`config.mk`:
```
export PLATFORM = sky130hd
export DESIGN_NAME = tapDelayLine
export DESIGN_NICKNAME = d
export VERILOG_FILES = /design/src/hdl/cfirPkg.sv /design/src/hdl/tapDelayLine.sv
export VERILOG_INCLUDE_DIRS = /design/src /design/src/hdl
export SDC_FILE = /design/constraint.sdc
export NUM_CORES = 1
export LEC_CHECK = 0
export ABC_AREA = 1
export BUFFER_PORTS_ARGS = -buffer_cell sky130_fd_sc_hd__buf_2
export CAP_MARGIN = 40
export CORE_MARGIN = 1
export CORE_UTILIZATION = 40
export CTS_BUF_LIST = sky130_fd_sc_hd__clkbuf_8 sky130_fd_sc_hd__clkbuf_16
export CTS_CLUSTER_SIZE = 12
export DETAILED_ROUTE_END_ITERATION = 6
export GPL_ROUTABILITY_DRIVEN = 1
export HOLD_SLACK_MARGIN = 0.08
export PLACE_DENSITY = 0.63
export SYNTH_ARGS = -nofsm -noshare
export SYNTH_HDL_FRONTEND = slang
export SYNTH_SLANG_ARGS = --single-unit
export TNS_END_PERCENT = 100
```
`constraint.sdc`:
```
create_clock -name clock -period 0.9 [get_ports clock]
set_clock_uncertainty 0.2 [all_clocks]
set_input_delay 0.18 -clock clock [delete_from_list [all_inputs] [get_ports clock]]
set_output_delay 0.18 -clock clock [all_outputs]
set_load 0.01 [all_outputs]
```
`src/hdl/cfir_defines.svh`:
```
/*
 * Sizing of the complex FIR. All widths are signed two's complement.
 * The output keeps full precision, so a result never wraps.
 * Changing the tap count past 16 needs more guard bits in the sum width.
 */
`ifndef CFIR_DEFINES_SVH
`define CFIR_DEFINES_SVH

// Number of filter taps, and so the depth of the coefficient bank and the delay line.
`define CFIR_TAPS 12

// Width of one real or imaginary part of a sample or a coefficient.
`define CFIR_DATA_WIDTH 8

// A single real product needs the two operand widths added together.
`define CFIR_PROD_WIDTH (2 * `CFIR_DATA_WIDTH)

// Four guard bits cover the growth from summing up to 16 taps.
`define CFIR_SUM_WIDTH (`CFIR_PROD_WIDTH + 4)

// One more bit for the final add or subtract of two sums.
`define CFIR_OUT_WIDTH (`CFIR_SUM_WIDTH + 1)

`endif

```
`src/hdl/cfirPkg.sv`:
```
/*
 * Types shared by the filter stages and the testbench.
 * Every numeric field is signed, so arithmetic on fields sign-extends.
 */
`include "cfir_defines.svh"

package cfirPkg;

	// One complex value. Samples and coefficients share this layout.
	typedef struct packed {
		logic signed [`CFIR_DATA_WIDTH-1:0] re;
		logic signed [`CFIR_DATA_WIDTH-1:0] im;
	} complexSample;

	// The four real products that make up one complex multiply.
	// The first name is the sample part, the second the coefficient part.
	typedef struct packed {
		logic signed [`CFIR_PROD_WIDTH-1:0] reRe;
		logic signed [`CFIR_PROD_WIDTH-1:0] reIm;
		logic signed [`CFIR_PROD_WIDTH-1:0] imRe;
		logic signed [`CFIR_PROD_WIDTH-1:0] imIm;
	} tapProducts;

	// A full precision filter output.
	typedef struct packed {
		logic signed [`CFIR_OUT_WIDTH-1:0] re;
		logic signed [`CFIR_OUT_WIDTH-1:0] im;
	} complexResult;

	// Operating modes of the filter, in the order they are visited.
	typedef enum logic [1:0] {
		idle       = 2'd0,
		loadCoeffs = 2'd1,
		run        = 2'd2,
		stop       = 2'd3
	} filterMode;

endpackage

```
`src/hdl/tapDelayLine.sv`:
```
/*
 * Complex sample history. A sample is taken only while the filter runs.
 * The whole line is zeroed at the start of every coefficient load,
 * so each run starts from empty history.
 */
`timescale 1ns/1ps
`include "cfir_defines.svh"

module tapDelayLine (
	input  logic                  clock,
	input  logic                  arstN,
	input  logic                  historyClear,
	input  logic                  running,
	input  logic                  loadData,
	input  cfirPkg::complexSample dataIn,
	output cfirPkg::complexSample taps [0:`CFIR_TAPS-1],
	output logic                  tapsValid
);

	logic takeSample;

	// Strobes outside run mode are ignored and leave the history alone.
	assign takeSample = loadData && running;

	// Position 0 holds the newest sample x[n], position k holds x[n-k].
	always_ff @(posedge clock or negedge arstN) begin
		if (!arstN) begin
			for (int k = 0; k < `CFIR_TAPS; k++) begin
				taps[k] <= '0;
			end
		end else if (historyClear) begin
			for (int k = 0; k < `CFIR_TAPS; k++) begin
				taps[k] <= '0;
			end
		end else if (takeSample) begin
			for (int k = `CFIR_TAPS - 1; k > 0; k--) begin
				taps[k] <= taps[k-1];
			end
			taps[0] <= dataIn;
		end
	end

	// The valid marks the cycle in which the freshly shifted line is presented.
	always_ff @(posedge clock or negedge arstN) begin
		if (!arstN) begin
			tapsValid <= 1'b0;
		end else begin
			tapsValid <= takeSample;
		end
	end

	// A clear only comes at the start of a load, so no sample can be in
	// the line's output stage at the same time.
	clearNotWithValid: assert property (@(posedge clock) disable iff (!arstN)
		!(historyClear && tapsValid));

endmodule

```
; Word level (Yosys, flattened, before mapping)
; Cells that the tools add are included.
[word_totals]
input_bits = 21
register_bits = 193
[classes]
reduce_logical = 2
n_mux = 2
[ops]
columns = cell, n
row1 = $mux 192, 2
row2 = $reduce_bool 2->1, 1
row3 = $logic_and 1x1->1, 1

; Depth between registers and ports, before layout
[logic_depth]
word_depth = 3
depth_mapped = 6
depth_no_buf = 4

; Worst setup path before layout
; No wires, ideal clock.
[synth_timing]
kind = input to register
start = input loadData
end = register taps[100] (netlist name)
path_buffers = 2
setup_slack_ns = -0.147
arrival_ns = 0.731
stages = 6
cell_sequence = nand2_2 > inv_2 > buf_4 > buf_2 > nand2_1 > nand2_1
[synth_via]
elab_chain_len = 2
[synth_rtl]
columns = element, line
row1 = from (decl), tapDelayLine.sv:14  ; input logic loadData,
row2 = $logic_and 1x1->1, tapDelayLine.sv:23  ; assign takeSample = loadData && running;
row3 = $reduce_bool 2->1 (no line), n/a
row4 = "to (signal, indexed assignment)", tapDelayLine.sv:37  ; taps[k] <= taps[k-1];
row5 = to (decl), tapDelayLine.sv:16  ; output cfirPkg::complexSample taps [0:`CFIR_TAPS-1],
; Every way passes these cells.
; A chain may end at the register's enable or synchronous reset.

; Worst setup path after layout
[layout_timing]
start = register taps[129] (netlist name)
end = output taps[129] (netlist name)
; No word-level cell between the ends.

==> results.json <==
{
  "status": "finished, violations left",
  "violations": "negative hold slack, negative setup slack",
  "period_share_pct": 158,
  "fp.coreArea_um2": 21800,
  "synth_seq_cells": 193,
  "wl_per_cell_um": 14.1,
  "initial_core_utilization_pct": 40.7,
  "fin_util_pct": 65.7,
  "synth_sequential_area_ratio_pct": 54.5,
  "dr_total_vias": 8539,
  "endpoint_kind": "output pin",
  "leak_pwr_nw": 7.61,
  "tightest_slew_ps": 351,
  "finalHoldWorstSlack_ps": -621,
  "yosysWarnings": 0,
  "clock.fmax_ghz": 0.702,
  "drt-total-wl_um": 26400,
  "placement_rows": 54,
  "grt_pass1_vias": 8034,
  "drt-initial-drc-count": 411,
  "post-route-drc-count": 0,
  "setup.worst_path.start": "taps[129]$_DFFE_PN0P_",
  "area_growth_from_synthesis_to_layout_pct": 61.2,
  "critical_path_maximum_fanout": 2,
  "syn-mean-instance-area_um2": 7.24,
  "cts_htree_levels": 4,
  "clkSinkCount": 193,
  "number_of_buffers_created_by_cts": 17,
  "final_antenna_net_count": 0,
  "final_critical_path_setup_slack_ps": -524,
  "gp_congestion": 0.783,
  "share_of_post_route_cells_with_drive_strength_above_1_pct": 46.0,
  "mappedNetlistArea_um2": 8860,
  "hold_path.class": "in2async",
  "clock_tree_from_tritoncts": "built",
  "reg2reg_slack_ps": -260,
  "clock_tree.buffer_depth": 2,
  "power.total_mw": 18.9,
  "timing_max_transition_violations_final": 0,
  "placement.setup.worst_slack_ps": -370,
  "data_required_time_of_the_worst_path_ps": 520,
  "grt_first_pass_wirelength_um": 40900,
  "die_w_um": 151,
  "clk_pin_slew_worst_setup_hold_paths_ps": 70,
  "grt_usage_pct": 23.0,
  "path_class": "reg2out",
  "vdd_ir_drop_max_uv": 1290,
  "finalSetupViolCount": 380,
  "nets": 1599,
  "dp.final_hpwl_um": 16800,
  "finalHoldViolCount": 189,
  "pin_count_of_the_biggest_net_entering_global_routing": 54,
  "r2r_start": "taps[181]$_DFFE_PN0P_",
  "worst_skew_pair.late_latency_ps": 430,
  "port-buffer-count": 213,
  "setup_repair_after_global_routing_missed_its_margin": "true",
  "max_cap_viols": 0,
  "synthesis.instances": 1224,
  "arrival_worst_endpoint_ps": 1040,
  "fp.dieH_um": 151,
  "num_io_pins": 214,
  "antenna_cells": 0,
  "grt_overflow_total": 0,
  "finalWorstPathRequiredPeriod_ps": 1420,
  "post_drt_via_cell_ratio": 4.56,
  "relSlewSlack_pct": 76.5,
  "antenna_found_initial": 0,
  "synth_nets": 1245,
  "post_synth_num_cell_types": 11,
  "cts.root.buffer_cell": "sky130_fd_sc_hd__clkbuf_16",
  "first_pass_iters": 4,
  "dieArea_um2": 22700,
  "cellPowerDensity_nw_per_um2": 1320,
  "worst_setup_path_start_kind": "flop"
}
==> flip-flops by register name (all words and copies together) (netlist names) <==
register	cells
tapsValid	1
taps	192
==> cells in the mapped netlist, drive strengths merged <==
master / instances / area [µm²]
buf: 56 / 302
clkbuf: 11 / 41.3
dfrtp: 193 / 4830
inv: 194 / 728
nand2: 525 / 1970
nand3: 53 / 265
nor2: 192 / 721
==> metrics by stage <==
step / setup TNS (ps) / instances / instance area [µm²]
after detailed placement: -58300 / 1700 / 11200
after global placement: -56450 / 1700 / 11200
after floorplan: -7550 / 1224 / 9730
after global routing: -119500 / 1871 / 14300
after CTS: -100930 / 1830 / 13300
final: -104600 / 1871 / 14300
==> routing by layer <==
metal  vias to the layer above  share of wire (%)  track usage (%)
li1                       4249                  -                -
met1                      4056                 43             30.7
met2                       205                 50             37.2
met3                        29                5.2             5.06
met4                         0                1.7             7.25
met5                         -                  0                0
==> worst max-delay path, cell delays in order (launching register included) <==
cell and delay, ps:
sky130_fd_sc_hd__dfrtp_1 390, sky130_fd_sc_hd__buf_6 120, sky130_fd_sc_hd__buf_6 110
==> cell families (layout without fill, tap and decap cells) <==
| logic type | after synthesis | count (layout) | synth area share, % |
|---|---|---|---|
| flops | 193 | 193 | 54.5 |
| buf+inv | 261 | 628 | 12.1 |
| simple gates | 770 | 770 | 33.4 |
==> final cells by class <==
cell class                 count  area [µm²]
sequential                   193        4830
multi-input combinational    770        3890
clock inverter                14         154
fill                        1798        7470
tap                          280         350
clock buffer                  18         439
timing repair buffer         402        3770
inverter                     194         843
==> path summary, 6_finish.rpt <==
path	to	cells past startpoint
min	taps[119]$_DFFE_PN0P_	1
min in group clock	taps[124]$_DFFE_PN0P_	4
max in group asynchronous	taps[167]$_DFFE_PN0P_	3
max reg2reg	taps[165]$_DFFE_PN0P_	6
max	taps[129]	2
min reg2reg	taps[4]$_DFFE_PN0P_	2
==> power breakdown <==
part	switching, mW	internal, mW
Combinational	1.26	0.889
Clock	3.60	4.23
Sequential	0.0936	8.78
Total	4.96	13.9
==> placed cells by master (no fill, tap or decap), types with 4 or more instances in the layout <==
cell type,Yosys,layout
sky130_fd_sc_hd__nand2_1,524,505
sky130_fd_sc_hd__dfrtp_1,193,193
sky130_fd_sc_hd__buf_6,0,184
sky130_fd_sc_hd__buf_2,46,137
sky130_fd_sc_hd__inv_1,192,89
sky130_fd_sc_hd__nor2_2,0,85
sky130_fd_sc_hd__inv_2,2,62
sky130_fd_sc_hd__nor2_4,0,54
sky130_fd_sc_hd__nor2_1,192,53
sky130_fd_sc_hd__nand3_2,0,51
sky130_fd_sc_hd__inv_4,0,44
sky130_fd_sc_hd__buf_4,9,34
sky130_fd_sc_hd__buf_12,0,28
sky130_fd_sc_hd__nand2_2,1,19
sky130_fd_sc_hd__clkbuf_16,0,17
sky130_fd_sc_hd__dlygate4sd3_1,0,17
sky130_fd_sc_hd__inv_6,0,4
==> what timing repair did <==
| action | CTS | global route |
|---|---|---|
| gates resized for setup | 214 | 259 |
| endpoints found under the setup margin | 343 | 392 |
| buffers inserted | 82 | 67 |
| endpoints found under the hold margin | 217 | 198 |
| pin swaps | 55 | 116 |
| hold buffers | 17 | 1 |
Power figures use the tool's default switching activity.
