===== src/hdl/cfir_defines.svh =====
/*
 * Sizing of the complex FIR. All widths are signed two's complement.
 * The output keeps full precision, so a result never wraps.
 * Changing the tap count past 16 needs more guard bits in the sum width.
 */
`ifndef CFIR_DEFINES_SVH
`define CFIR_DEFINES_SVH

// Number of filter taps, and so the depth of the coefficient bank and the delay line.
`define CFIR_TAPS 12

// Width of one real or imaginary part of a sample or a coefficient.
`define CFIR_DATA_WIDTH 8

// A single real product needs the two operand widths added together.
`define CFIR_PROD_WIDTH (2 * `CFIR_DATA_WIDTH)

// Four guard bits cover the growth from summing up to 16 taps.
`define CFIR_SUM_WIDTH (`CFIR_PROD_WIDTH + 4)

// One more bit for the final add or subtract of two sums.
`define CFIR_OUT_WIDTH (`CFIR_SUM_WIDTH + 1)

`endif


===== src/hdl/cfirPkg.sv =====
/*
 * Types shared by the filter stages and the testbench.
 * Every numeric field is signed, so arithmetic on fields sign-extends.
 */
`include "cfir_defines.svh"

package cfirPkg;

	// One complex value. Samples and coefficients share this layout.
	typedef struct packed {
		logic signed [`CFIR_DATA_WIDTH-1:0] re;
		logic signed [`CFIR_DATA_WIDTH-1:0] im;
	} complexSample;

	// The four real products that make up one complex multiply.
	// The first name is the sample part, the second the coefficient part.
	typedef struct packed {
		logic signed [`CFIR_PROD_WIDTH-1:0] reRe;
		logic signed [`CFIR_PROD_WIDTH-1:0] reIm;
		logic signed [`CFIR_PROD_WIDTH-1:0] imRe;
		logic signed [`CFIR_PROD_WIDTH-1:0] imIm;
	} tapProducts;

	// A full precision filter output.
	typedef struct packed {
		logic signed [`CFIR_OUT_WIDTH-1:0] re;
		logic signed [`CFIR_OUT_WIDTH-1:0] im;
	} complexResult;

	// Operating modes of the filter, in the order they are visited.
	typedef enum logic [1:0] {
		idle       = 2'd0,
		loadCoeffs = 2'd1,
		run        = 2'd2,
		stop       = 2'd3
	} filterMode;

endpackage


===== src/hdl/coeffSequencer.sv =====
/*
 * Mode FSM and coefficient bank. Coefficients shift in one per clock while loading,
 * including the cycle that sees coefficientsSet. Only the last CFIR_TAPS loaded
 * are kept, and the oldest of them becomes c0. There is no readback of the bank.
 */
`timescale 1ns/1ps
`include "cfir_defines.svh"

module coeffSequencer (
	input  logic                  clock,
	input  logic                  arstN,
	input  logic                  loadCoefficients,
	input  logic                  coefficientsSet,
	input  logic                  stopDataLoad,
	input  cfirPkg::complexSample coeffIn,
	output cfirPkg::complexSample coeffs [0:`CFIR_TAPS-1],
	output logic                  running,
	output logic                  historyClear
);

	cfirPkg::filterMode    mode;
	cfirPkg::complexSample bank [0:`CFIR_TAPS-1];

	// Mode transitions. The clear pulse is raised for the first load cycle only.
	always_ff @(posedge clock or negedge arstN) begin
		if (!arstN) begin
			mode <= cfirPkg::idle;
			historyClear <= 1'b0;
		end else begin
			historyClear <= 1'b0;
			case (mode)
				cfirPkg::idle: begin
					if (loadCoefficients) begin
						mode <= cfirPkg::loadCoeffs;
						historyClear <= 1'b1;
					end
				end
				cfirPkg::loadCoeffs: begin
					if (coefficientsSet) begin
						mode <= cfirPkg::run;
					end
				end
				cfirPkg::run: begin
					if (stopDataLoad) begin
						mode <= cfirPkg::stop;
					end
				end
				// Stop lasts a single cycle.
				default: mode <= cfirPkg::idle;
			endcase
		end
	end

	// The newest coefficient enters at position 0 and older ones move up.
	always_ff @(posedge clock or negedge arstN) begin
		if (!arstN) begin
			for (int k = 0; k < `CFIR_TAPS; k++) begin
				bank[k] <= '0;
			end
		end else if (mode == cfirPkg::loadCoeffs) begin
			for (int k = `CFIR_TAPS - 1; k > 0; k--) begin
				bank[k] <= bank[k-1];
			end
			bank[0] <= coeffIn;
		end
	end

	// The oldest kept coefficient sits at the top of the bank, so reverse it.
	// After this, coeffs[k] multiplies the sample that is k strobes old.
	always_comb begin
		for (int k = 0; k < `CFIR_TAPS; k++) begin
			coeffs[k] = bank[`CFIR_TAPS - 1 - k];
		end
	end

	assign running = (mode == cfirPkg::run);

	// Modes are visited strictly in order, and stop wraps back to idle.
	modeInOrder: assert property (@(posedge clock) disable iff (!arstN)
		(mode != $past(mode)) |-> (mode == ($past(mode) + 2'd1)));

endmodule


===== config.mk =====
export PLATFORM = sky130hd
export DESIGN_NAME = coeffSequencer
export DESIGN_NICKNAME = d
export VERILOG_FILES = /design/src/hdl/cfirPkg.sv /design/src/hdl/coeffSequencer.sv
export VERILOG_INCLUDE_DIRS = /design/src /design/src/hdl
export SDC_FILE = /design/constraint.sdc
export NUM_CORES = 1
export LEC_CHECK = 0
export ABC_CLOCK_PERIOD_IN_PS = 1600
export BUFFER_PORTS_ARGS = -buffer_cell sky130_fd_sc_hd__buf_2
export CAP_MARGIN = 20
export CORE_UTILIZATION = 40
export DETAILED_ROUTE_END_ITERATION = 16
export HOLD_SLACK_MARGIN = 0.02
export PLACE_DENSITY_LB_ADDON = 0.05
export SLEW_MARGIN = 30
export SYNTH_ARGS = -nofsm -noshare
export SYNTH_HDL_FRONTEND = slang
export SYNTH_SLANG_ARGS = --single-unit

===== constraint.sdc =====
create_clock -name clock -period 1.6 [get_ports clock]
set_input_delay 0.08 -clock clock [delete_from_list [all_inputs] [get_ports clock]]
set_output_delay 0.08 -clock clock [all_outputs]
set_load 0.02 [all_outputs]

# Word-level counts from Yosys, hierarchy flattened
# Cells that the tools add are included.
# W data, S select, Z words.
[op_classes]
order_cmp = 0
mul = 0
reduce_logical = 2
bitwise_logic = 0
shifts = 0
n_div = 0
muxes = 6
n_addsub = 0
eq_ne = 5
[op_table]
columns = ["cell", "count"]
rows = [
  ["$mux W2", 3],
  ["$ne A2 B2 Y1 const B", 3],
  ["$pmux W2 S3", 1],
  ["$reduce_and A3 Y1", 1],
  ["$eq A2 B1 Y1 const B", 1],
  ["$eq A2 B2 Y1 const B", 1],
  ["$logic_not A2 Y1", 1],
  ["$mux W1", 2],
]
[word_totals]
elab_cells = 39
memories = 0
inputBits = 21
rom_bits = 0
latch_bits = 0
mem_bits_rw = 0
regBits = 195

# Longest topological paths before layout
# Gate-level depths: netlist (run 1).
[depth]
word_depth = 3
depth_mapped = 5
mapped_depth_nobuf = 4

# Worst setup path after synthesis (run 1)
# Ideal clock, no wire load.
[synth_path]
kind = "register to register"
startpoint = "register mode[0]"
endpoint = "register mode[1]"
path_slack_ps = -6
arrival_time_ps = 1478
path_buffers = 0
stages_incl_launch_ff = 5
t_required_ps = 1473
cell_sequence = "dfrtp_1 inv_1 ha_1 a222oi_1 mux2_1"
[synth_via]
elab_chain_len = 3
word_cells_on_any_way = 8
[synth_rtl]
columns = ["item", "line_no", "rtl"]
rows = [
  ["start, declared", "coeffSequencer.sv:21", "cfirPkg::filterMode mode;"],
  ["start signal, assigned", "coeffSequencer.sv:27", "mode <= cfirPkg::idle;"],
  ["start signal, assigned", "coeffSequencer.sv:34", "mode <= cfirPkg::loadCoeffs;"],
  ["start signal, assigned", "coeffSequencer.sv:40", "mode <= cfirPkg::run;"],
  ["$eq A2 B2 Y1 *", "--", ""],
  ["net running", "coeffSequencer.sv:17", "output logic running,"],
  ["$ne A2 B2 Y1 (no source line)", "--", ""],
  ["$reduce_and A3 Y1 (no source line)", "--", ""],
]
# Mark *: on every way through the listed nets, which the timed path passes. The rest lies on a longest branch.
# A chain may end at the register's enable or synchronous reset.

# Worst setup path after layout (run 1)
[layout_path]
startpoint = "register mode[1]"
endpoint = "register mode[1]"
[layout_via]
elab_chain_len = 3
word_cells_on_any_way = 8
[layout_rtl]
columns = ["item", "line_no", "rtl"]
rows = [
  ["$eq A2 B2 Y1, or another cell as far along", "coeffSequencer.sv:31", "case (mode)"],
  ["$ne A2 B2 Y1 (no source line)", "--", ""],
  ["$reduce_and A3 Y1 (no source line)", "--", ""],
]
# Several ways; a longest one is shown, not always the timed one.

==> summary.txt, run 1 <==
Critical path
  – CP arrival: 1890 ps
  – Worst Path Required: between 1500 and 2000 ps
  – Worst setup SP type: flop
  – Crit Path Category: reg -> reg
  – CP cell instances: buf_6 > ha_4 > a222oi_1 > buf_4 > mux2_4
  – Worst Path Max Fanout: 3
  – Slowest library cell on the worst path: dfrtp_1
  – CP peak stage delay: approximately 420 ps
  – Worst setup EP type: flop

STA
  – Setup violators final: 0
  – Final min period: 1580 ps
  – Unrepaired setup endpoints after global routing: true
  – Hold Vio Cnt, Final: 0
  – Final Cycle Share: 98.6%
  – Min Hold Slack: 144 ps
  – Maximum clock rate: 0.634 GHz
  – Slew headroom: around three quarters
  – Fin. max-slew vios: 0
  – Setup Skew: around 11 ps
  – Worst-Margin Slew: 363 ps

Global routing
  – Largest net degree at the start of global routing: 75
  – Vias in the first global route: 4202
  – First-pass GRT wire length: about 23000 um
  – GR Util All Layers: 16.2%
  – Initial antenna violation count: 0
  – Remaining global-route overflow: 0

Finish
  – P&R area growth vs syn: 33.3%
  – N_diodes: 0
  – Commonest cells after routing, fill and taps aside: 213 x buf_2, 195 x dfrtp_1, 192 x mux2_2, 19 x clkbuf_16, 18 x dlygate4sd3_1
  – Fill cells: ~1500
  – Nets@finish: roughly 700
  – Reg area: 4880 sq um
  – Share of cells above drive strength 1: 67.2%
  – Multi-input logic area: 2270 sq um
  – Commonest non-fill, non-tap cell in the layout: buf_2

Clocking
  – Root Driver: clkbuf_16
  – Clock latency on the worst-skew pair: 420 ps
  – Clock buffer count from CTS: 17
  – Clk slew on worst S/H paths: approximately 70 ps
  – Max Root-Sink Buffers: 2
  – Clk sinks: just under 200
  – H-tree Lvls: 4
  – TritonCTS clock tree: built

Drt
  – Vias: 4270
  – Antenna Nets Post-Route: 0
  – DRC errors left: 0
  – Wire per inst: 16.3 um
  – Pre-antenna DRT Iters: 4
  – Initial DRC Count: 102
  – Via density per instance: approximately 4.7
  – Detailed Route WL: 14800 um

Floorplanning
  – DIE WIDTH: 137 um
  – I/O pin cnt: ~220
  – Die height: around 140 um
  – Core Area: 17500 sq um
  – Starting Density: ~41%
  – FP Rows: 48
  – Die area: 18700 sq um

Placement
  – I/O Buffers: 214
  – Hpwl dp: 10300 um
  – Routability congestion estimate from global placement: 0.713

Power and ir drop
  – Static Leak: 4.65 nW
  – Power per cell area: 2620 nW/um^2
  – Worst VDD drop: 1.06 mV
  – Post-layout power: 25.3 mW

Synth
  – Syn Inst Count: 421
  – Post-synth cell types: 10
  – Syn. warnings: 0
  – Mean Syn Cell Area: 17.2 sq um
  – Synth Net Count: 445
  – Synth Register Bits: 195
  – Register area share after synthesis: between 60% and 70%
  – Mapped Area: 7240 sq um

Worst hold path
  – Min-Delay Path Class: in -> async

Job
  – Max cap viols: 0

Run status
  – Status: completed
-- per-stage QoR --
step           util, %  TNS (ps)  area, sq um  instances  worst slack (ps)
3_3_place_gp      50.0         0         8750        853              67.9
6_report          55.2         0         9650        907              22.6
5_1_grt           55.2     -99.3         9650        907             -38.0
3_5_place_dp      50.0     -24.2         8750        853             -24.2
4_1_cts           54.7         0         9560        902             0.633
2_1_floorplan        -         0         7250        421              52.2
-- final timing paths --
path | startpoint | endpoint | cells past startpoint | slack, ps
max | mode[1]$_DFFE_PN0P_ | mode[1]$_DFFE_PN0P_ | 5 | 20
max reg2reg | mode[1]$_DFFE_PN0P_ | mode[1]$_DFFE_PN0P_ | 5 | 20
min reg2reg | coeffs[180]$_DFFE_PN0N_ | coeffs[180]$_DFFE_PN0N_ | 1 | 500
min | arstN | coeffs[161]$_DFFE_PN0N_ | 2 | 140
max in group asynchronous | arstN | coeffs[134]$_DFFE_PN0N_ | 3 | 820
min in group clock | coefficientsSet | mode[1]$_DFFE_PN0P_ | 5 | 230
-- flip-flops by register name, indices dropped and copies added, names as in the netlist --
name and cells:
coeffs 192, historyClear 1, mode 2
-- layer usage --
metal,part of all wire [%],wire length [um],track usage (%)
met5,0,0,0
met4,0.74,110,4.63
met3,7.4,1100,6.22
met2,46,6860,24.1
met1,45,6730,22.1
-- report_power, final --
part	switching (mW)	total [mW]	internal (mW)
Combinational	6.12	11.7	5.53
Sequential	1.71	9.18	7.47
Clock	1.73	4.42	2.69
-- what timing repair did --
| action | 4_1_cts | 5_1_grt |
|---|---|---|
| hold buffers | 18 | 0 |
| pin swaps | 1 | 1 |
| endpoints found under the setup margin | 3 | 100 |
| hold endpoints to repair | 212 | 0 |
| cloned | 0 | 2 |
| gates resized for setup | 2 | 5 |
| buffers inserted | 1 | 3 |
-- cells in the mapped netlist --
cell type	number	area, sq um
nor2_1	1	3.75
mux2_2	192	2160
mux2_1	1	11.3
and2_1	1	6.26
ha_1	3	37.5
mux2i_1	1	10.0
a222oi_1	1	10.0
inv_1	5	18.8
buf_2	21	105
dfrtp_1	195	4880
-- cells by family after synthesis --
logic type,share of synthesized area (%)
flip-flops,67.4
multiplexers,30.1
buffers and inverters,1.71
adder cells (fa/ha/maj),0.518
AND/OR/NAND/NOR,0.138
AO/OA/AOI/OAI,0.138
-- final cells by class --
type	instances	area share, %
inverter	5	0.194
multi-input combinational	200	23.5
clock inverter	8	1.57
clock buffer	22	4.81
timing repair buffer	252	16.5
tap	225	2.92
sequential	195	50.5
-- worst max-delay path: cells and delay by family (launching register included) --
kind	cells	cell delay (ps)
mux	1	290
fa+ha+maj	1	150
flops	1	420
buf+inv	2	300
compound gates	1	290
Note: power is estimated with default switching activity, not from simulation.
==> run 2, diff against run 1 <==
--- a/config.mk
+++ b/config.mk
@@ -9,7 +9,7 @@
 export ABC_CLOCK_PERIOD_IN_PS = 1600
 export BUFFER_PORTS_ARGS = -buffer_cell sky130_fd_sc_hd__buf_2
 export CAP_MARGIN = 20
-export CORE_UTILIZATION = 40
+export CORE_UTILIZATION = 45
 export DETAILED_ROUTE_END_ITERATION = 16
 export HOLD_SLACK_MARGIN = 0.02
 export PLACE_DENSITY_LB_ADDON = 0.05
==> summary.txt, run 2 (synthesis gave the netlist of run 1 again) <==
Global routing
  – Largest net degree at the start of global routing: 59
  – Remaining global-route overflow: 0
  – Vias in the first global route: 4141
  – GR Util All Layers: ~18%
  – First-pass GRT wire length: 22400 um
  – Initial antenna violation count: 0

Finish
  – Commonest cells after routing, fill and taps aside: 213 x buf_2, 195 x dfrtp_1, 192 x mux2_2, 18 x dlygate4sd3_1, 17 x clkbuf_16
  – Share of cells above drive strength 1: about two thirds
  – Cell Count, Final, Fillers Out: slightly below 900
  – Nets@finish: 690
  – Commonest non-fill, non-tap cell in the layout: buf_2
  – N_diodes: 0
  – Fill cells: 1268
  – Max reg flops: about 190
  – Design Area, Final: roughly 9500 sq um
  – P&R area growth vs syn: 31.1%

Critical path
  – Crit Path Category: reg -> reg
  – CP peak stage delay: 410 ps
  – Slowest library cell on the worst path: dfrtp_1
  – Worst setup EP type: flop
  – Worst setup SP type: flop
  – Crit Reg-Reg Endpoint: mode[1]$_DFFE_PN0P_
  – Reg-to-Reg Start: mode[0]$_DFFE_PN0P_
  – CP cell instances: inv_2 > ha_2 > a222oi_1 > buf_4 > mux2_4
  – Worst r2r path cells: 5
  – Worst Path Required: 1910 ps
  – Worst Path Max Fanout: 3
  – CP arrival: 1860 ps
  – R2R setup slack: 50 ps

Clocking
  – Max Root-Sink Buffers: 2
  – Root Driver: clkbuf_16
  – H-tree Lvls: 4
  – Clk sinks: 195
  – Clock buffer count from CTS: 17
  – Clock latency on the worst-skew pair: 420 ps
  – TritonCTS clock tree: built
  – Clk slew on worst S/H paths: 70 ps

Drt
  – Pre-antenna DRT Iters: 4
  – Initial DRC Count: between 100 and 150
  – Wire per inst: between 15 and 20 um
  – Via density per instance: 4.80
  – Antenna Nets Post-Route: 0
  – DRC errors left: 0
  – Detailed Route WL: between 10000 and 15000 um
  – Vias: 4292

STA
  – Slew headroom: between 60 and 70%
  – Final Cycle Share: 96.8%
  – Hold Vio Cnt, Final: 0
  – Setup Skew: 9.40 ps
  – Setup violators final: 0
  – Final TNS setup: 0 ps
  – Unrepaired setup endpoints after global routing: true
  – Maximum clock rate: 0.646 GHz
  – Worst-Margin Slew: 497 ps
  – Final min period: about 1500 ps
  – Fin. max-slew vios: 0
  – Min Hold Slack: between 150 and 200 ps

Run status
  – Status: completed

Power and ir drop
  – Sw power: 9.45 mW
  – Static Leak: ~4.6 nW
  – Sw frac: 38.3%
  – Power per cell area: approximately 2600 nW/um^2
  – Int Power: 15.2 mW
  – Clock share of power: 17.2%
  – Seq pwr share: 37.0%
  – Worst VDD drop: 1.10 mV
  – Post-layout power: 24.7 mW
  – Comb pwr share: 45.8%

Floorplanning
  – DIE WIDTH: 129 um
  – Die height: 129 um
  – I/O pin cnt: 215
  – FP Rows: 46
  – Core Area: about 16000 sq um
  – Starting Density: between 40% and 50%
  – Die area: 16600 sq um

Placement
  – Routability congestion estimate from global placement: 0.699
  – Hpwl dp: between 9000 and 10000 um
  – Placed instance area: 8660 sq um
  – Placed cells: 841
  – I/O Buffers: 214

Worst hold path
  – Min-Delay Path Class: in -> async

Job
  – Max cap viols: 0
## run 2: cell types whose count changed in the layout (fill, tap and decap cells not counted), sizes merged
cell	previous run	this run
clkinv	0	5
clkinvlp	3	0
buf	231	228
bufinv	4	2
## run 2: through the flow
| step | setup WS, ps | utilization [%] |
|---|---|---|
| floorplan | 52.2 | - |
| global placement | 14.1 | 54.7 |
| detailed placement | -42.3 | 54.7 |
| CTS | 5.37 | 59.9 |
| global route | -14.3 | 60.0 |
| finish | 50.8 | 60.0 |
## run 2: worst max path at each step
stage                     cells past startpoint                start                       to
after floorplan                               4  mode[0]$_DFFE_PN0P_      mode[1]$_DFFE_PN0P_
after global placement                        4  mode[1]$_DFFE_PN0P_  coeffs[144]$_DFFE_PN0N_
after detailed placement                      4  mode[1]$_DFFE_PN0P_      mode[1]$_DFFE_PN0P_
after CTS                                     5  mode[0]$_DFFE_PN0P_      mode[1]$_DFFE_PN0P_
after global routing                          5  mode[0]$_DFFE_PN0P_      mode[1]$_DFFE_PN0P_
final                                         5  mode[0]$_DFFE_PN0P_      mode[1]$_DFFE_PN0P_
## run 2: routing by layer
| metal | vias to the layer above | global-route usage, % | part of all wire, % |
|---|---|---|---|
| met3 | 13 | 6.03 | 6.7 |
| met5 | - | 0 | 0 |
| li1 | 1989 | - | - |
| met1 | 2161 | 24.4 | 47 |
| met2 | 129 | 25.8 | 45 |
| met4 | 0 | 7.06 | 1.1 |
## run 2: worst max-delay path: cells and delay by family (launching register included)
kind	cells	cell delay [ps]
flops	1	410
compound gates	1	300
mux	1	290
buf+inv	2	240
fa+ha+maj	1	200
## run 2: cell type report
cell class | instances | area [sq um] | area share [%]
Clock buffer | 24 | 502 | 5.28
Multi-Input combinational cell | 200 | 2260 | 23.8
Inverter | 5 | 18.8 | 0.198
Sequential cell | 195 | 4880 | 51.4
Tap cell | 216 | 270 | 2.85
Timing Repair Buffer | 247 | 1470 | 15.4
Clock inverter | 8 | 97.6 | 1.03
## run 2: power groups by stage
stage | Combinational (mW) | Clock (mW) | Sequential [mW]
after global placement | 11.0 | 0 | 9.11
after detailed placement | 11.2 | 0 | 9.24
final | 11.3 | 4.24 | 9.15
after CTS | 11.4 | 4.36 | 9.17
after global routing | 12.1 | 4.56 | 9.57
after floorplan | 4.66 | 0 | 11.9
## run 2: timing repair
item / CTS / global route
gates resized for setup: 4 / 6
endpoints found under the hold margin: 72 / 0
endpoints found under the setup margin: 131 / 177
hold buffers: 18 / 0
buffers inserted: 3 / 2
pin swaps: 1 / 1
==> run 3, diff against run 2 <==
--- a/config.mk
+++ b/config.mk
@@ -9,10 +9,12 @@
 export ABC_CLOCK_PERIOD_IN_PS = 1600
 export BUFFER_PORTS_ARGS = -buffer_cell sky130_fd_sc_hd__buf_2
 export CAP_MARGIN = 20
-export CORE_UTILIZATION = 45
+export CORE_UTILIZATION = 51
 export DETAILED_ROUTE_END_ITERATION = 16
+export GPL_ROUTABILITY_DRIVEN = 0
 export HOLD_SLACK_MARGIN = 0.02
 export PLACE_DENSITY_LB_ADDON = 0.05
+export REMOVE_ABC_BUFFERS = 1
 export SLEW_MARGIN = 30
 export SYNTH_ARGS = -nofsm -noshare
 export SYNTH_HDL_FRONTEND = slang
==> summary.txt, run 3 (synthesis gave the netlist of run 1 again) <==
Critical path
  – Worst Path Max Fanout: 3
  – R2R setup slack: roughly 6.8 ps
  – Crit Path Category: reg -> reg
  – Worst Path Required: approximately 1900 ps
  – CP arrival: 1900 ps
  – Crit Reg-Reg Endpoint: mode[1]$_DFFE_PN0P_
  – Worst setup SP type: flop
  – Worst setup EP type: flop
  – Worst r2r path cells: 5
  – Reg-to-Reg Start: mode[1]$_DFFE_PN0P_

Drt
  – Wire per inst: 16.0 um
  – Pre-antenna DRT Iters: 4
  – Antenna Nets Post-Route: 0
  – Detailed Route WL: 13900 um
  – Via density per instance: 5.00
  – Vias: ~4300
  – Initial DRC Count: 181
  – DRC errors left: 0

Global routing
  – Vias in the first global route: 4322
  – GR Util All Layers: 19.3%
  – Remaining global-route overflow: 0
  – First-pass GRT wire length: roughly 22000 um
  – Initial antenna violation count: 0
  – Largest net degree at the start of global routing: 56

STA
  – Hold Vio Cnt, Final: 0
  – Setup violators final: 0
  – Final worst setup slack: approximately 6.8 ps
  – Maximum clock rate: 0.628 GHz
  – Setup Skew: ~5.9 ps
  – Slew headroom: 68.7%
  – Unrepaired setup endpoints after global routing: true
  – Fin. max-slew vios: 0
  – Final Cycle Share: 99.6%
  – Final min period: 1590 ps
  – Min Hold Slack: between 150 and 200 ps
  – Worst-Margin Slew: 469 ps

Job
  – Max cap viols: 0

Run status
  – Status: completed

Placement
  – Placed instance area: 8640 sq um
  – Hpwl dp: 9390 um
  – Placed cells: around 810
  – I/O Buffers: 214
  – Worst slack, placed: -57.8 ps

Floorplanning
  – I/O pin cnt: between 200 and 250
  – Die area: roughly 15000 sq um
  – Starting Density: 52.2%
  – Core Area: 13900 sq um
  – DIE WIDTH: 121 um
  – FP Rows: 43
  – Die height: 121 um

Clocking
  – Clk sinks: between 150 and 200
  – Clk slew on worst S/H paths: 60 ps
  – Root Driver: clkbuf_16
  – Clock buffer count from CTS: 17
  – TritonCTS clock tree: built
  – Max Root-Sink Buffers: 2
  – H-tree Lvls: 4
  – Clock latency on the worst-skew pair: 420 ps

Finish
  – Commonest non-fill, non-tap cell in the layout: buf_2
  – Max reg flops: 192
  – Nets@finish: 699
  – Cell Count, Final, Fillers Out: 867
  – Commonest cells after routing, fill and taps aside: 213 x buf_2, 195 x dfrtp_1, 192 x mux2_2, 19 x clkbuf_16, 18 x dlygate4sd3_1
  – Fill cells: roughly 1000
  – Design Area, Final: 9610 sq um
  – Share of cells above drive strength 1: 67.7%
  – N_diodes: 0
  – P&R area growth vs syn: 32.7%

Power and ir drop
  – Worst VDD drop: 1.31 mV
  – Static Leak: approximately 4.7 nW
  – Power per cell area: 2610 nW/um^2

Worst hold path
  – Min-Delay Path Class: in -> async
## run 3: cell count changes in the layout (fill, tap and decap cells not counted), moves of 2 or more
cell	delta
clkbuf_16	+2
bufinv_16	+2
buf_4	+4
clkinv_2	+2
clkbuf_8	-3
buf_12	+3
## run 3: cell type report
class / instances / area (sq um) / share of cell area [%]
clock buffer: 20 / 457 / 4.75
clock inverter: 11 / 159 / 1.65
inverter: 5 / 18.8 / 0.195
multi-input combinational: 200 / 2270 / 23.6
sequential: 195 / 4880 / 50.8
tap: 180 / 225 / 2.34
timing repair buffer: 256 / 1600 / 16.7
## run 3: what timing repair did
action                                  CTS  global route
endpoints found under the hold margin   124             0
cloned                                    0             3
gates resized for setup                   2            16
endpoints found under the setup margin    2           169
hold buffers                             18             0
buffers inserted                          1             6
pin swaps                                 1             2
## run 3: power breakdown
part | switching, mW | internal, mW | leakage [nW]
Clock | 1.71 | 2.68 | 0.309
Combinational | 6.13 | 5.53 | 2.00
Sequential | 1.62 | 7.47 | 2.37
Total | 9.46 | 15.7 | 4.68
## run 3: stage by stage
step	utilization [%]	power [mW]	setup TNS, ps
after floorplan	-	15.0	-785940
after global routing	69.3	26.6	-1040
after detailed placement	62.2	20.4	-88.2
after global placement	62.2	19.9	0
final	69.3	25.1	0
after CTS	68.0	24.9	0
## run 3: metal layers
| metal | wire [um] | global-route usage [%] |
|---|---|---|
| met1 | 5760 | 24.0 |
| met2 | 6860 | 30.8 |
| met3 | 961 | 6.34 |
| met5 | 0 | 0 |
| met4 | 278 | 8.41 |
## run 3: worst max path at each step
stage,start,cells after the start,slack [ps],end
6_report,mode[1]$_DFFE_PN0P_,5,7,mode[1]$_DFFE_PN0P_
5_1_grt,mode[1]$_DFFE_PN0P_,5,-80,mode[1]$_DFFE_PN0P_
4_1_cts,mode[1]$_DFFE_PN0P_,4,7,coeffs[157]$_DFFE_PN0N_
3_5_place_dp,mode[0]$_DFFE_PN0P_,4,-60,mode[1]$_DFFE_PN0P_
3_3_place_gp,mode[1]$_DFFE_PN0P_,4,80,coeffs[5]$_DFFE_PN0N_
2_1_floorplan,mode[1]$_DFFE_PN0P_,4,-4640,mode[1]$_DFFE_PN0P_
## run 3: critical path: stages, from the launching register on
cell and delay (ps):
dfrtp_1 400, buf_6 130, ha_4 150, a222oi_1 340
buf_4 180, mux2_4 280
