## config.mk

```make
export PLATFORM = sky130hd
export DESIGN_NAME = productSumTree
export DESIGN_NICKNAME = d
export VERILOG_FILES = /design/src/hdl/cfirPkg.sv /design/src/hdl/productSumTree.sv
export VERILOG_INCLUDE_DIRS = /design/src /design/src/hdl
export SDC_FILE = /design/constraint.sdc
export NUM_CORES = 1
export LEC_CHECK = 0
export ABC_AREA = 1
export BUFFER_PORTS_ARGS = -buffer_cell sky130_fd_sc_hd__buf_4
export CELL_PAD_IN_SITES_DETAIL_PLACEMENT = 1
export CELL_PAD_IN_SITES_GLOBAL_PLACEMENT = 1
export CORE_AREA = 2 2 313 315
export DETAILED_ROUTE_END_ITERATION = 8
export DIE_AREA = 0 0 315 317
export PLACE_DENSITY = 0.58
export SLEW_MARGIN = 20
export SYNTH_ARGS = -nofsm -noshare
export SYNTH_HDL_FRONTEND = slang
export SYNTH_SLANG_ARGS = --single-unit
```

## constraint.sdc

```tcl
create_clock -name clock -period 1.1 [get_ports clock]
set_input_delay 0.11 -clock clock [delete_from_list [all_inputs] [get_ports clock]]
set_output_delay 0.11 -clock clock [all_outputs]
set_load 0.02 [all_outputs]
```

## src/hdl/cfir_defines.svh

```systemverilog
/*
 * Sizing of the complex FIR. All widths are signed two's complement.
 * The output keeps full precision, so a result never wraps.
 * Changing the tap count past 16 needs more guard bits in the sum width.
 */
`ifndef CFIR_DEFINES_SVH
`define CFIR_DEFINES_SVH

// Number of filter taps, and so the depth of the coefficient bank and the delay line.
`define CFIR_TAPS 12

// Width of one real or imaginary part of a sample or a coefficient.
`define CFIR_DATA_WIDTH 8

// A single real product needs the two operand widths added together.
`define CFIR_PROD_WIDTH (2 * `CFIR_DATA_WIDTH)

// Four guard bits cover the growth from summing up to 16 taps.
`define CFIR_SUM_WIDTH (`CFIR_PROD_WIDTH + 4)

// One more bit for the final add or subtract of two sums.
`define CFIR_OUT_WIDTH (`CFIR_SUM_WIDTH + 1)

`endif

```

## src/hdl/cfirPkg.sv

```systemverilog
/*
 * Types shared by the filter stages and the testbench.
 * Every numeric field is signed, so arithmetic on fields sign-extends.
 */
`include "cfir_defines.svh"

package cfirPkg;

	// One complex value. Samples and coefficients share this layout.
	typedef struct packed {
		logic signed [`CFIR_DATA_WIDTH-1:0] re;
		logic signed [`CFIR_DATA_WIDTH-1:0] im;
	} complexSample;

	// The four real products that make up one complex multiply.
	// The first name is the sample part, the second the coefficient part.
	typedef struct packed {
		logic signed [`CFIR_PROD_WIDTH-1:0] reRe;
		logic signed [`CFIR_PROD_WIDTH-1:0] reIm;
		logic signed [`CFIR_PROD_WIDTH-1:0] imRe;
		logic signed [`CFIR_PROD_WIDTH-1:0] imIm;
	} tapProducts;

	// A full precision filter output.
	typedef struct packed {
		logic signed [`CFIR_OUT_WIDTH-1:0] re;
		logic signed [`CFIR_OUT_WIDTH-1:0] im;
	} complexResult;

	// Operating modes of the filter, in the order they are visited.
	typedef enum logic [1:0] {
		idle       = 2'd0,
		loadCoeffs = 2'd1,
		run        = 2'd2,
		stop       = 2'd3
	} filterMode;

endpackage

```

## src/hdl/productSumTree.sv

```systemverilog
/*
 * Final stage. Sums every product kind across the taps and forms the complex
 * result at full precision. dataOut changes only when outValid rises and
 * keeps its value in between. Nothing waits for a reader.
 */
`timescale 1ns/1ps
`include "cfir_defines.svh"

module productSumTree (
	input  logic                 clock,
	input  logic                 arstN,
	input  logic                 productsValid,
	input  cfirPkg::tapProducts  products [0:`CFIR_TAPS-1],
	output cfirPkg::complexResult dataOut,
	output logic                 outValid
);

	logic signed [`CFIR_SUM_WIDTH-1:0] sumReRe;
	logic signed [`CFIR_SUM_WIDTH-1:0] sumReIm;
	logic signed [`CFIR_SUM_WIDTH-1:0] sumImRe;
	logic signed [`CFIR_SUM_WIDTH-1:0] sumImIm;
	cfirPkg::complexResult             nextResult;

	// Each product is sign-extended to the sum width before it is added.
	always_comb begin
		sumReRe = '0;
		sumReIm = '0;
		sumImRe = '0;
		sumImIm = '0;
		for (int k = 0; k < `CFIR_TAPS; k++) begin
			sumReRe = sumReRe + products[k].reRe;
			sumReIm = sumReIm + products[k].reIm;
			sumImRe = sumImRe + products[k].imRe;
			sumImIm = sumImIm + products[k].imIm;
		end
	end

	// (a + jb)(c + jd) = (ac - bd) + j(ad + bc).
	// The extra output bit holds the carry of this last step.
	assign nextResult.re = sumReRe - sumImIm;
	assign nextResult.im = sumReIm + sumImRe;

	always_ff @(posedge clock or negedge arstN) begin
		if (!arstN) begin
			dataOut <= '0;
			outValid <= 1'b0;
		end else begin
			outValid <= productsValid;
			if (productsValid) begin
				dataOut <= nextResult;
			end
		end
	end

	// A result leaves together with its strobe, and every bit of it must be known then.
	resultKnown: assert property (@(posedge clock) disable iff (!arstN)
		outValid |-> !$isunknown(dataOut));

endmodule

```

## Word-level counts from Yosys, hierarchy flattened

Cells that the tools add are included.

- Add/subtract/negate cells: 46
- $mul: 0
- Div/mod/pow operators: 0
- Order comparisons: 0
- Eq/ne operators: 0
- Shift operators: 0
- Muxes and demuxes: 0
- Bitwise logic cells: 0
- Reductions and logical operators: 0

Operators with widths:

| cell | count |
|---|---|
| $add 20x16->20 | 28 |
| $add 19x16->20 | 4 |
| $add 18x16->19 | 4 |
| $add 17x16->18 | 4 |
| $add 16x16->17 | 4 |
| $add 20x20->21 | 1 |
| $sub 20x20->21 | 1 |

- Flip-flop bits (word level): 43
- Bits in latches: 0
- Bits in writable memories: 0
- Bits in read-only memories: 0
- Input bits: 771
- Memories: 0

## Logic depth before layout (Yosys ltp)

Gate-level depths: netlist (run 1).

- Depth in word-level cells: 12
- Mapped depth: 27

## Least setup slack after synthesis (run 1)

No wires, ideal clock.

- Path kind: input-to-reg
- Start: input products[242] (netlist name)
- End: register dataOut[39] (netlist name)
- Setup time: 0.117 ns
- Arrival: 5.044 ns
- Required time: 0.983 ns
- Setup slack: -4.062 ns
- Stages: 26
- Path buffers: 0
- Cells stage by stage: inv_1 -> fa_1 -> inv_1 -> fa_1 -> inv_1 -> fa_1 -> fa_1 -> inv_1 -> fa_1 -> fa_1 -> inv_1 -> fa_1 -> inv_1 -> ha_1 -> inv_1 -> fa_1 -> inv_1 -> nand3_1 -> nand3_1 -> nand2_1 -> nand2_1 -> nand2_1 -> nand2_1 -> nand2_1 -> nand3_1 -> nand2_1

- Longest elaborated chain between the ends: 5

Ends and longest elaborated chain:

| what | RTL line | text |
|---|---|---|
| start: declaration | productSumTree.sv:13 | `` input cfirPkg::tapProducts products [0:`CFIR_TAPS-1], `` |
| $add 20x16->20 (4 in series) | productSumTree.sv:31 | `sumReRe = sumReRe + products[k].reRe;` |
| $sub 20x20->21 | productSumTree.sv:40 | `assign nextResult.re = sumReRe - sumImIm;` |
| end signal: assignment | productSumTree.sv:50 | `dataOut <= nextResult;` |
| end: declaration | productSumTree.sv:14 | `output cfirPkg::complexResult dataOut,` |

Every way passes these cells.
A chain may end at the register's enable or synchronous reset.

## Worst setup path in the final report (run 1)

- Start: input products[101] (netlist name)
- End: register dataOut[12] (netlist name)

- Longest elaborated chain between the ends: 3

Ends and longest elaborated chain:

| what | RTL line | text |
|---|---|---|
| $add 20x16->20 (2 in series) | productSumTree.sv:32 | `sumReIm = sumReIm + products[k].reIm;` |
| $add 20x20->21 | productSumTree.sv:41 | `assign nextResult.im = sumReIm + sumImRe;` |

Every way passes these cells.

==> results by group, run 1 <==
Outcome
  – Outcome: finished, violations left
  – Failing checks: negative setup slack

Logic synthesis
  – Synth Instances: 2,249
  – Post-synth top area share: 66.4%
  – Post-synthesis cell type count: 27
  – YS warnings: 0
  – Most instantiated cells after synthesis: inv_1, fa_1, nand2_1, ha_1, nand3_1
  – Synth area leaders: fa_1, inv_1, dfrtp_1, nand2_1, ha_1
  – Cell with the most instances after synthesis: inv_1
  – Syn_nets: 3,819
  – Top FF cell, synth: dfrtp_1
  – Post-synth EDFFs: 0
  – Seq/Total Area, Yosys: 4.82%
  – Largest area contributor in the netlist: fa_1
  – Flops & latches, synth: 43
  – Syn Area/Cell: 9.92 µm²
  – Netlist Area Pre-Place: 22,300 µm²
  – Asr flop ratio synth: 100%

STA
  – RSZ-0062 raised after global routing: true
  – Fmax: 203 MHz
  – Setup ws final: -3840 ps
  – Tcrit/Tclk final: 449%
  – Worst Skew: 0 ps
  – Fin Setup TNS: -144,840 ps
  – Post-route minimum period: 4940 ps
  – Hold slack final: 294 ps
  – Worst-margin pin slew: 302 ps
  – Final Slew Violations: 0
  – Final hold vios: 0
  – Slew HR: 79.9%
  – Endpoints failing setup: 42

Cells and area
  – Area grow syn2layout: 48.0%
  – Layout Nets: 4,739
  – Diode count: 0
  – Fraction of layout instances using a drive strength above 1: 42.6%
  – Post-layout util: 34.3%

Clocking
  – Clock tree buffer depth: 2
  – Clk_lat worst skew: 310 ps
  – CTS buffer count: 5
  – Root buffer cell: clkbuf_16
  – Sink Count: 43
  – Clock transition at the registers of the reported paths: 80 ps
  – CTS tree: done
  – H-tree level count: 2

Routing
  – Avg Vias per Cell: 3.83
  – WL/cell: 17.2 µm
  – Vias: 17,041
  – Routed wire length: 76,500 µm
  – Post-route ant nets: 0
  – DR iter-0 viols: 319
  – Drt pass-1 iters: 6
  – DRC viols: 0

Die
  – Io pins: 814
  – Core Region: 96,300 µm²
  – Starting density of the core: 23.2%
  – DIE HEIGHT: 317 µm
  – Die area: 99,900 µm²
  – Die X: 315 µm
  – Num rows: 114

GRT
  – First-pass GRT wire length: 115,000 µm
  – Grt total ovfl: 0
  – GRT Util Overall: 15.4%
  – Vias in the first global route: 20,480
  – Initial antenna violation count: 1
  – Largest net degree at the start of global routing: 28

Setup path
  – Worst Setup End Kind: register
  – Critical path arrival: 5130 ps
  – Setup crit start kind: input port
  – Crit path max fanout: 6
  – CP Data Required Time: 1290 ps
  – Crit Path Class: input port to register

Job
  – Max Cap Viol: 0

Worst hold path
  – Worst hold-check path type: input port to asynchronous set/reset pin

Placed design
  – Dpl hpwl: 73,200 µm
  – IO buf count: 813
  – Routability cong.: 0.878
-- layout by cell type, fill, tap and decap left out, types with 29 or more instances in the layout --
cell type / synthesis / layout
fa_1: 740 / 669
nand2_2: 6 / 39
fa_2: 0 / 71
dfrtp_1: 43 / 43
buf_4: 1 / 863
nand2_1: 221 / 151
inv_1: 972 / 841
nand2_4: 0 / 35
nand3_1: 45 / 29
inv_2: 1 / 120
buf_6: 2 / 48
ha_4: 0 / 44
-- per-stage QoR --
stage          cell area [µm²]  cells  setup slack (ps)
2_1_floorplan            22800   2249             -3850
3_3_place_gp             31200   4416             -4330
3_5_place_dp             31200   4416             -4350
4_1_cts                  32400   4435             -3850
5_1_grt                  33000   4446             -4060
6_report                 33000   4446             -3840
-- per-layer routing --
metal | global-route usage, % | share of wire, % | up-vias
li1 | - | - | 7817
met1 | 19.4 | 40 | 8810
met2 | 28.3 | 54 | 361
met3 | 2.26 | 4.2 | 51
met4 | 2.00 | 1.2 | 2
met5 | 0 | 0.014 | -
-- cell families after synthesis --
family | after synthesis | share of synthesized area, %
buffers and inverters | 982 | 16.6
adders and majority gates | 799 | 69.7
and+or+nand+nor | 336 | 6.34
AOI/OAI and AO/OA | 62 | 1.47
DFF | 43 | 4.82
xor gates and xnor gates | 27 | 1.06
-- worst max-delay path, cell delays in order --
cell and delay, ps:
buf_4 110, inv_2 40, fa_1 550, inv_2 50, fa_1 550, fa_1 450
fa_1 580, fa_2 450, fa_1 490, inv_1 50, fa_1 500, inv_2 50
ha_4 270, nand2_2 100, nand2_1 60, nand2_1 80, nand2_2 70, nand2_4 100
nand3_4 130, buf_12 160, xnor2_2 120, o21ai_1 70
-- path summary, 6_finish.rpt --
path	slack (ps)	cells past startpoint	endpoint	start
setup / recovery	-3840	22	dataOut[12]	products[101]
hold / removal	290	3	dataOut[4]	arstN
setup reg to reg	440	2	dataOut[31]	dataOut[31]
hold reg to reg	490	2	dataOut[21]	dataOut[21]
max in group asynchronous	530	3	dataOut[18]	arstN
min in group clock	300	3	dataOut[31]	productsValid
-- flip-flops by register name, summed over array words and instances, names as in the netlist --
register  flops
outValid      1
dataOut      42
-- layout make-up --
class                           count  area (µm²)
Inverter                          973        3700
Clock inverter                      3        23.8
Multi-Input combinational cell   1224       19300
Clock buffer                        5         125
Timing Repair Buffer              922        7200
Fill cell                       11127       63200
Sequential cell                    43        1080
Tap cell                         1276        1600
-- repair_timing --
| action | 4_1_cts | 5_1_grt |
|---|---|---|
| hold buffers | 2 | 0 |
| resized for setup | 281 | 187 |
| setup buffers | 11 | 15 |
| hold endpoints to repair | 44 | 0 |
| pin swaps | 221 | 198 |
| setup endpoints to repair | 42 | 42 |
Power of run 1 is left out: the tool's default activity adds up to more than one toggle a clock period on the data nets, which glitch-free logic cannot reach.
==> run 2, diff against run 1 <==
==> constraint.sdc (replaced) <==
create_clock -name clock -period 1.1 [get_ports clock]
set_input_delay 0.165 -clock clock [delete_from_list [all_inputs] [get_ports clock]]
set_output_delay 0.165 -clock clock [all_outputs]
set_load 0.02 [all_outputs]
==> run 2 against run 1 <==
Compared with the run above:
- first-iteration DRC count shrank 5.3%
- hold slack got worse by 260 ps
- cell count unchanged
- core utilization barely moved
- critical path type unchanged
- clock-buffer cell count did not move
- flip-flop and latch count stayed put
- the run still ends with negative setup slack left
- register-to-register slack got worse by 130 ps
- maximum frequency decreased by 1.3%
==> results by group, run 2 (synthesis gave the netlist of run 1 again) <==
Clocking
  – Root buffer cell: clkbuf_16 (unchanged)
  – Clock tree buffer depth: 2 (unchanged)
  – H-tree level count: 2 (unchanged)
  – Clock transition at the registers of the reported paths: 70 ps (was 80 ps)
  – Clk_lat worst skew: 310 ps (about the same)
  – CTS tree: done (unchanged)
  – CTS buffer count: 5 (unchanged)
  – Sink Count: 43 (unchanged)

Worst hold path
  – Worst hold-check path type: input port to register (was input port to asynchronous set/reset pin)

GRT
  – Vias in the first global route: 20,589 (was 20,480)
  – First-pass GRT wire length: 115,000 µm (about the same)
  – GRT Util Overall: 15.3% (was 15.4%)
  – Initial antenna violation count: 0 (was 1)
  – Largest net degree at the start of global routing: 27 (was 28)
  – Grt total ovfl: 0 (unchanged)

Routing
  – Avg Vias per Cell: 3.83 (about the same)
  – DR iter-0 viols: 302 (was 319)
  – WL/cell: 17.1 µm (was 17.2 µm)
  – DRC viols: 0 (unchanged)
  – Post-route ant nets: 0 (unchanged)
  – Drt pass-1 iters: 4 (was 6)
  – Routed wire length: 76,000 µm (was 76,500 µm)
  – Vias: 17,010 (was 17,041)

Cells and area
  – Most frequent cells in the layout: inv_1, buf_4, fa_1 (was buf_4, inv_1, fa_1)
  – Layout Nets: 4,739 (unchanged)
  – Fraction of layout instances using a drive strength above 1: 41.7% (was 42.6%)
  – Largest register by flop count: dataOut (unchanged)
  – Max FFs per register: 42 (unchanged)
  – Reg area: 1080 µm² (about the same)
  – Fillers: 11,136 (was 11,127)
  – Area grow syn2layout: 48.0% (about the same)
  – Multi-input logic area: 19,300 µm² (about the same)
  – Largest registers: dataOut: 42 flops, outValid: 1 flops (unchanged)
  – Diode count: 0 (unchanged)
  – Most common cell after layout, fill and taps aside: inv_1 (was buf_4)

Die
  – DIE HEIGHT: 317 µm (unchanged)
  – Die X: 315 µm (unchanged)
  – Io pins: 814 (unchanged)
  – Num rows: 114 (unchanged)
  – Core Region: 96,300 µm² (unchanged)
  – Starting density of the core: 23.2% (unchanged)
  – Die area: 99,900 µm² (unchanged)

Setup path
  – CP max-delay cell: fa_1 (unchanged)
  – Critical path arrival: 5200 ps (was 5130 ps)
  – Setup crit start kind: input port (unchanged)
  – Crit path max fanout: 3 (was 6)
  – CP Data Required Time: 1290 ps (about the same)
  – Worst path most repeated cell: fa_1 (unchanged)
  – Crit Path Class: input port to register (unchanged)
  – Worst Setup End Kind: register (unchanged)
  – Crit-path cells: buf_4 -> fa_2 -> fa_1 -> inv_1 -> fa_2 -> fa_1 -> inv_2 -> fa_1 -> fa_1 -> inv_1 -> fa_1 -> inv_2 -> ha_4 -> fa_2 -> nand3_2 -> nand2_4 -> nand3_2 -> nand2_2 -> xnor2_2 -> o21ai_1 (was buf_4 -> inv_2 -> fa_1 -> inv_2 -> fa_1 -> fa_1 -> fa_1 -> fa_2 -> fa_1 -> inv_1 -> fa_1 -> inv_2 -> ha_4 -> nand2_2 -> nand2_1 -> nand2_1 -> nand2_2 -> nand2_4 -> nand3_4 -> buf_12 -> xnor2_2 -> o21ai_1)
  – CP max stage delay: 550 ps (was 580 ps)

Outcome
  – Outcome: finished, violations left (unchanged)
  – Failing checks: negative setup slack (unchanged)

STA
  – Endpoints failing setup: 42 (unchanged)
  – RSZ-0062 raised after global routing: true (unchanged)
  – Post-route minimum period: 5000 ps (was 4940 ps)
  – Worst Skew: 0 ps (unchanged)
  – Slew HR: 78.0% (was 79.9%)
  – Worst-margin pin slew: 330 ps (was 302 ps)
  – Tcrit/Tclk final: 455% (was 449%)
  – Fmax: 200 MHz (was 203 MHz)
  – Final hold vios: 0 (unchanged)
  – Hold slack final: 35.5 ps (was 294 ps)
  – Setup ws final: -3900 ps (was -3840 ps)
  – Final Slew Violations: 0 (unchanged)

Placed design
  – Routability cong.: 0.878 (about the same)
  – IO buf count: 813 (unchanged)
  – Dpl hpwl: 73,400 µm (was 73,200 µm)

Job
  – Max Cap Viol: 0 (unchanged)
run 2: final cells by class:
| class | instances | share of cell area, % |
|---|---|---|
| inverters | 973 | 11.2 |
| clock buffers | 5 | 0.379 |
| multi-input cells | 1224 | 58.3 |
| repair buffers | 922 | 21.9 |
| well taps | 1276 | 4.83 |
| flip-flops and latches | 43 | 3.26 |
| clock inverters | 3 | 0.133 |
run 2: final timing paths:
check | slack (ps) | startpoint | end | cells after the start
max in group asynchronous | 480 | arstN | dataOut[40] | 3
min reg2reg | 480 | dataOut[2] | dataOut[2] | 2
min | 40 | productsValid | outValid | 1
max reg2reg | 310 | dataOut[32] | dataOut[32] | 3
max | -3900 | products[675] | dataOut[9] | 20
min in group asynchronous | 230 | arstN | dataOut[1] | 2
run 2: layer usage:
metal,wire [µm],GRT usage (%)
met5,0,0
met4,1230,2.51
met3,3690,2.59
met2,40700,28.0
met1,30500,19.2
run 2: critical path, delay by kind of cell:
kind                     cells  cell delay (ps)
buffers and inverters        5              320
XOR/XNOR                     1              250
adder cells (fa/ha/maj)      9             4050
AO/OA/AOI/OAI                1               90
AND/OR/NAND/NOR              4              330
run 2: per-stage QoR:
| step | worst slack (ps) | cell area, µm² | util, % | setup TNS, ps | instances |
|---|---|---|---|---|---|
| floorplan | -3900 | 22800 | - | -146040 | 2249 |
| detailed placement | -4410 | 31200 | 32.4 | -167440 | 4417 |
| global placement | -4390 | 31200 | 32.4 | -166530 | 4417 |
| finish | -3900 | 33000 | 34.3 | -147660 | 4446 |
| CTS | -3910 | 32400 | 33.7 | -147450 | 4434 |
| global route | -4120 | 33000 | 34.3 | -153880 | 4446 |
run 2: repair_timing:
item	CTS	global route
setup endpoints to repair	54	54
resized for setup	269	172
pin swaps	191	149
buffers inserted	10	16
endpoints found under the hold margin	43	0
hold buffers	1	0
Power of run 2 is left out for the same reason.
==> run 3, diff against run 2 <==
==> constraint.sdc (replaced) <==
create_clock -name clock -period 6.5 [get_ports clock]
set_input_delay 0.975 -clock clock [delete_from_list [all_inputs] [get_ports clock]]
set_output_delay 0.975 -clock clock [all_outputs]
set_load 0.02 [all_outputs]
==> run 3 against run 2 <==
Compared with the run above:
- flip-flop and latch count stayed put
- first-iteration DRC count is 8.6% higher
- critical endpoint is now dataOut[17]
- die area stayed put
- the run now ends clean
- highest routed layer is now met5
- clock-buffer cell count stayed put
- core utilization is 2.9 points lower
- sequential share of layout area is 0.29 points higher
- critical path depth is 2 higher
- register-to-register slack better by 5500 ps
==> results by group, run 3 (synthesis gave the netlist of run 1 again) <==
Die
  – Starting density of the core: 23.2% (unchanged)
  – Io pins: 814 (unchanged)
  – Num rows: 114 (unchanged)
  – Core Region: 96,300 µm² (unchanged)
  – Die X: 315 µm (unchanged)
  – DIE HEIGHT: 317 µm (unchanged)
  – Die area: 99,900 µm² (unchanged)

Worst hold path
  – Worst hold start: dataOut[23] (was productsValid)
  – Worst hold-check path type: register to register (was input port to register)

Setup path
  – CP max stage delay: 570 ps (was 550 ps)
  – CP Buf/Inv Count: 5 (unchanged)
  – Crit Path Class: input port to register (unchanged)
  – Crit-path cells: buf_4 -> fa_1 -> fa_1 -> inv_1 -> fa_1 -> fa_1 -> inv_1 -> fa_1 -> fa_1 -> inv_1 -> fa_1 -> inv_1 -> ha_1 -> fa_1 -> nand3_1 -> nand2_1 -> nand3_1 -> nand2_1 -> nand2_1 -> nand3_1 -> nand3_1 -> nand2_1 (was buf_4 -> fa_2 -> fa_1 -> inv_1 -> fa_2 -> fa_1 -> inv_2 -> fa_1 -> fa_1 -> inv_1 -> fa_1 -> inv_2 -> ha_4 -> fa_2 -> nand3_2 -> nand2_4 -> nand3_2 -> nand2_2 -> xnor2_2 -> o21ai_1)
  – Top Family by Delay on Critical Path: adder cells (unchanged)
  – Worst path most repeated cell: fa_1 (unchanged)
  – R2R Setup Slk: 5820 ps (was 310 ps)
  – Crit path max fanout: 3 (unchanged)
  – Setup crit start kind: input port (unchanged)
  – CP max-delay cell: fa_1 (unchanged)
  – Worst Setup End Kind: register (unchanged)
  – R2r startpoint: dataOut[33] (was dataOut[32])
  – CP Data Required Time: 6700 ps (was 1290 ps)
  – Crit. Startpoint: products[675] (unchanged)
  – Critical path arrival: 6360 ps (was 5200 ps)

Clocking
  – Cts repair resizes: 0 (was 269)
  – Sink Count: 43 (unchanged)
  – H-tree level count: 2 (unchanged)
  – Post-CTS Hold Fix Bufs: 0 (was 1)
  – CTS buffer count: 5 (unchanged)
  – Clk_lat worst skew: 310 ps (about the same)
  – CTS tree: done (unchanged)
  – Clock transition at the registers of the reported paths: 70 ps (about the same)
  – Clock tree buffer depth: 2 (unchanged)
  – Postcts setup bufs: 0 (was 10)
  – Root buffer cell: clkbuf_16 (unchanged)

Cells and area
  – Largest registers: dataOut: 42 flops, outValid: 1 flops (unchanged)
  – Layout Nets: 4,647 (was 4,739)
  – Diode count: 0 (unchanged)
  – Largest register by flop count: dataOut (unchanged)
  – Most frequent cells in the layout: inv_1, buf_4, fa_1 (unchanged)
  – Fin area: 30,300 µm² (was 33,000 µm²)
  – Area grow syn2layout: 35.6% (was 48.0%)
  – Max FFs per register: 42 (unchanged)
  – Post-layout util: 31.4% (was 34.3%)
  – Most common cell after layout, fill and taps aside: inv_1 (unchanged)
  – Fraction of layout instances using a drive strength above 1: 27.8% (was 41.7%)
  – Fillers: 11,254 (was 11,136)

Placed design
  – Dpl hpwl: 71,400 µm (was 73,400 µm)
  – IO buf count: 813 (unchanged)
  – Area post-placement: 30,100 µm² (was 31,200 µm²)
  – Routability cong.: 0.859 (was 0.878)

GRT
  – GRT Util Overall: 14.8% (was 15.3%)
  – First-pass GRT wire length: 111,000 µm (was 115,000 µm)
  – Vias in the first global route: 19,746 (was 20,589)
  – Grt total ovfl: 0 (unchanged)
  – Largest net degree at the start of global routing: 58 (was 27)
  – Initial antenna violation count: 1 (was 0)

STA
  – Worst Skew: 0 ps (unchanged)
  – Slew HR: 54.9% (was 78.0%)
  – Final Slew Violations: 0 (unchanged)
  – RSZ-0062 raised after global routing: false (was true)
  – Tcrit/Tclk final: 94.7%
  – Fmax: 162 MHz
  – Post-route minimum period: 6160 ps
  – Endpoints failing setup: 0 (was 42)
  – Final hold vios: 0 (unchanged)
  – Worst-margin pin slew: 676 ps (was 330 ps)

Routing
  – Vias: 16,459 (was 17,010)
  – Post-route ant nets: 0 (unchanged)
  – DR iter-0 viols: 328 (was 302)
  – DRC viols: 0 (unchanged)
  – Avg Vias per Cell: 3.78 (was 3.83)
  – WL/cell: 16.8 µm (was 17.1 µm)
  – Drt pass-1 iters: 5 (was 4)
  – Routed wire length: 72,900 µm (was 76,000 µm)

Outcome
  – Outcome: complete, no violations (was finished, violations left)

Job
  – Max Cap Viol: 0 (unchanged)
run 3: per-layer routing:
layer | vias up | global-route usage [%] | wire length [µm]
li1 | 7624 | - | -
met1 | 8393 | 18.3 | 28900
met2 | 402 | 27.0 | 38800
met3 | 38 | 3.28 | 4510
met4 | 2 | 1.58 | 712
met5 | - | 0 | 8
run 3: stage by stage:
step | hold slack [ps] | setup TNS [ps] | setup slack, ps | cells
floorplan | 582 | 0 | 473 | 2249
global placement | 458 | 0 | 52.4 | 4346
detailed placement | 464 | -19.0 | -14.9 | 4346
CTS | 483 | 0 | 312 | 4354
global route | 508 | 0 | 1.16 | 4354
finish | 478 | 0 | 342 | 4354
run 3: area by class of cell:
type                    count  area (µm²)  area share [%]
clock buffers               5         125           0.414
clock inverters             3        43.8           0.145
inverters                 973        3650            12.1
multi-input cells        1224       17500            57.9
flip-flops and latches     43        1080            3.56
well taps                1276        1600            5.28
repair buffers            830        6230            20.6
run 3: final timing paths:
check                           cells after the start           to
min in group asynchronous                           1   dataOut[4]
worst max-delay path                               22  dataOut[17]
worst min-delay path                                2  dataOut[23]
max in group asynchronous                           1  dataOut[36]
worst max register to register                      2  dataOut[33]
worst min register to register                      2  dataOut[23]
run 3: tightest hold or removal path, delay by kind of cell, from the launching register on:
kind / cells / cell delay (ps)
flip-flops: 1 / 350
AND/OR/NAND/NOR: 2 / 100
Power of run 3 is left out for the same reason.
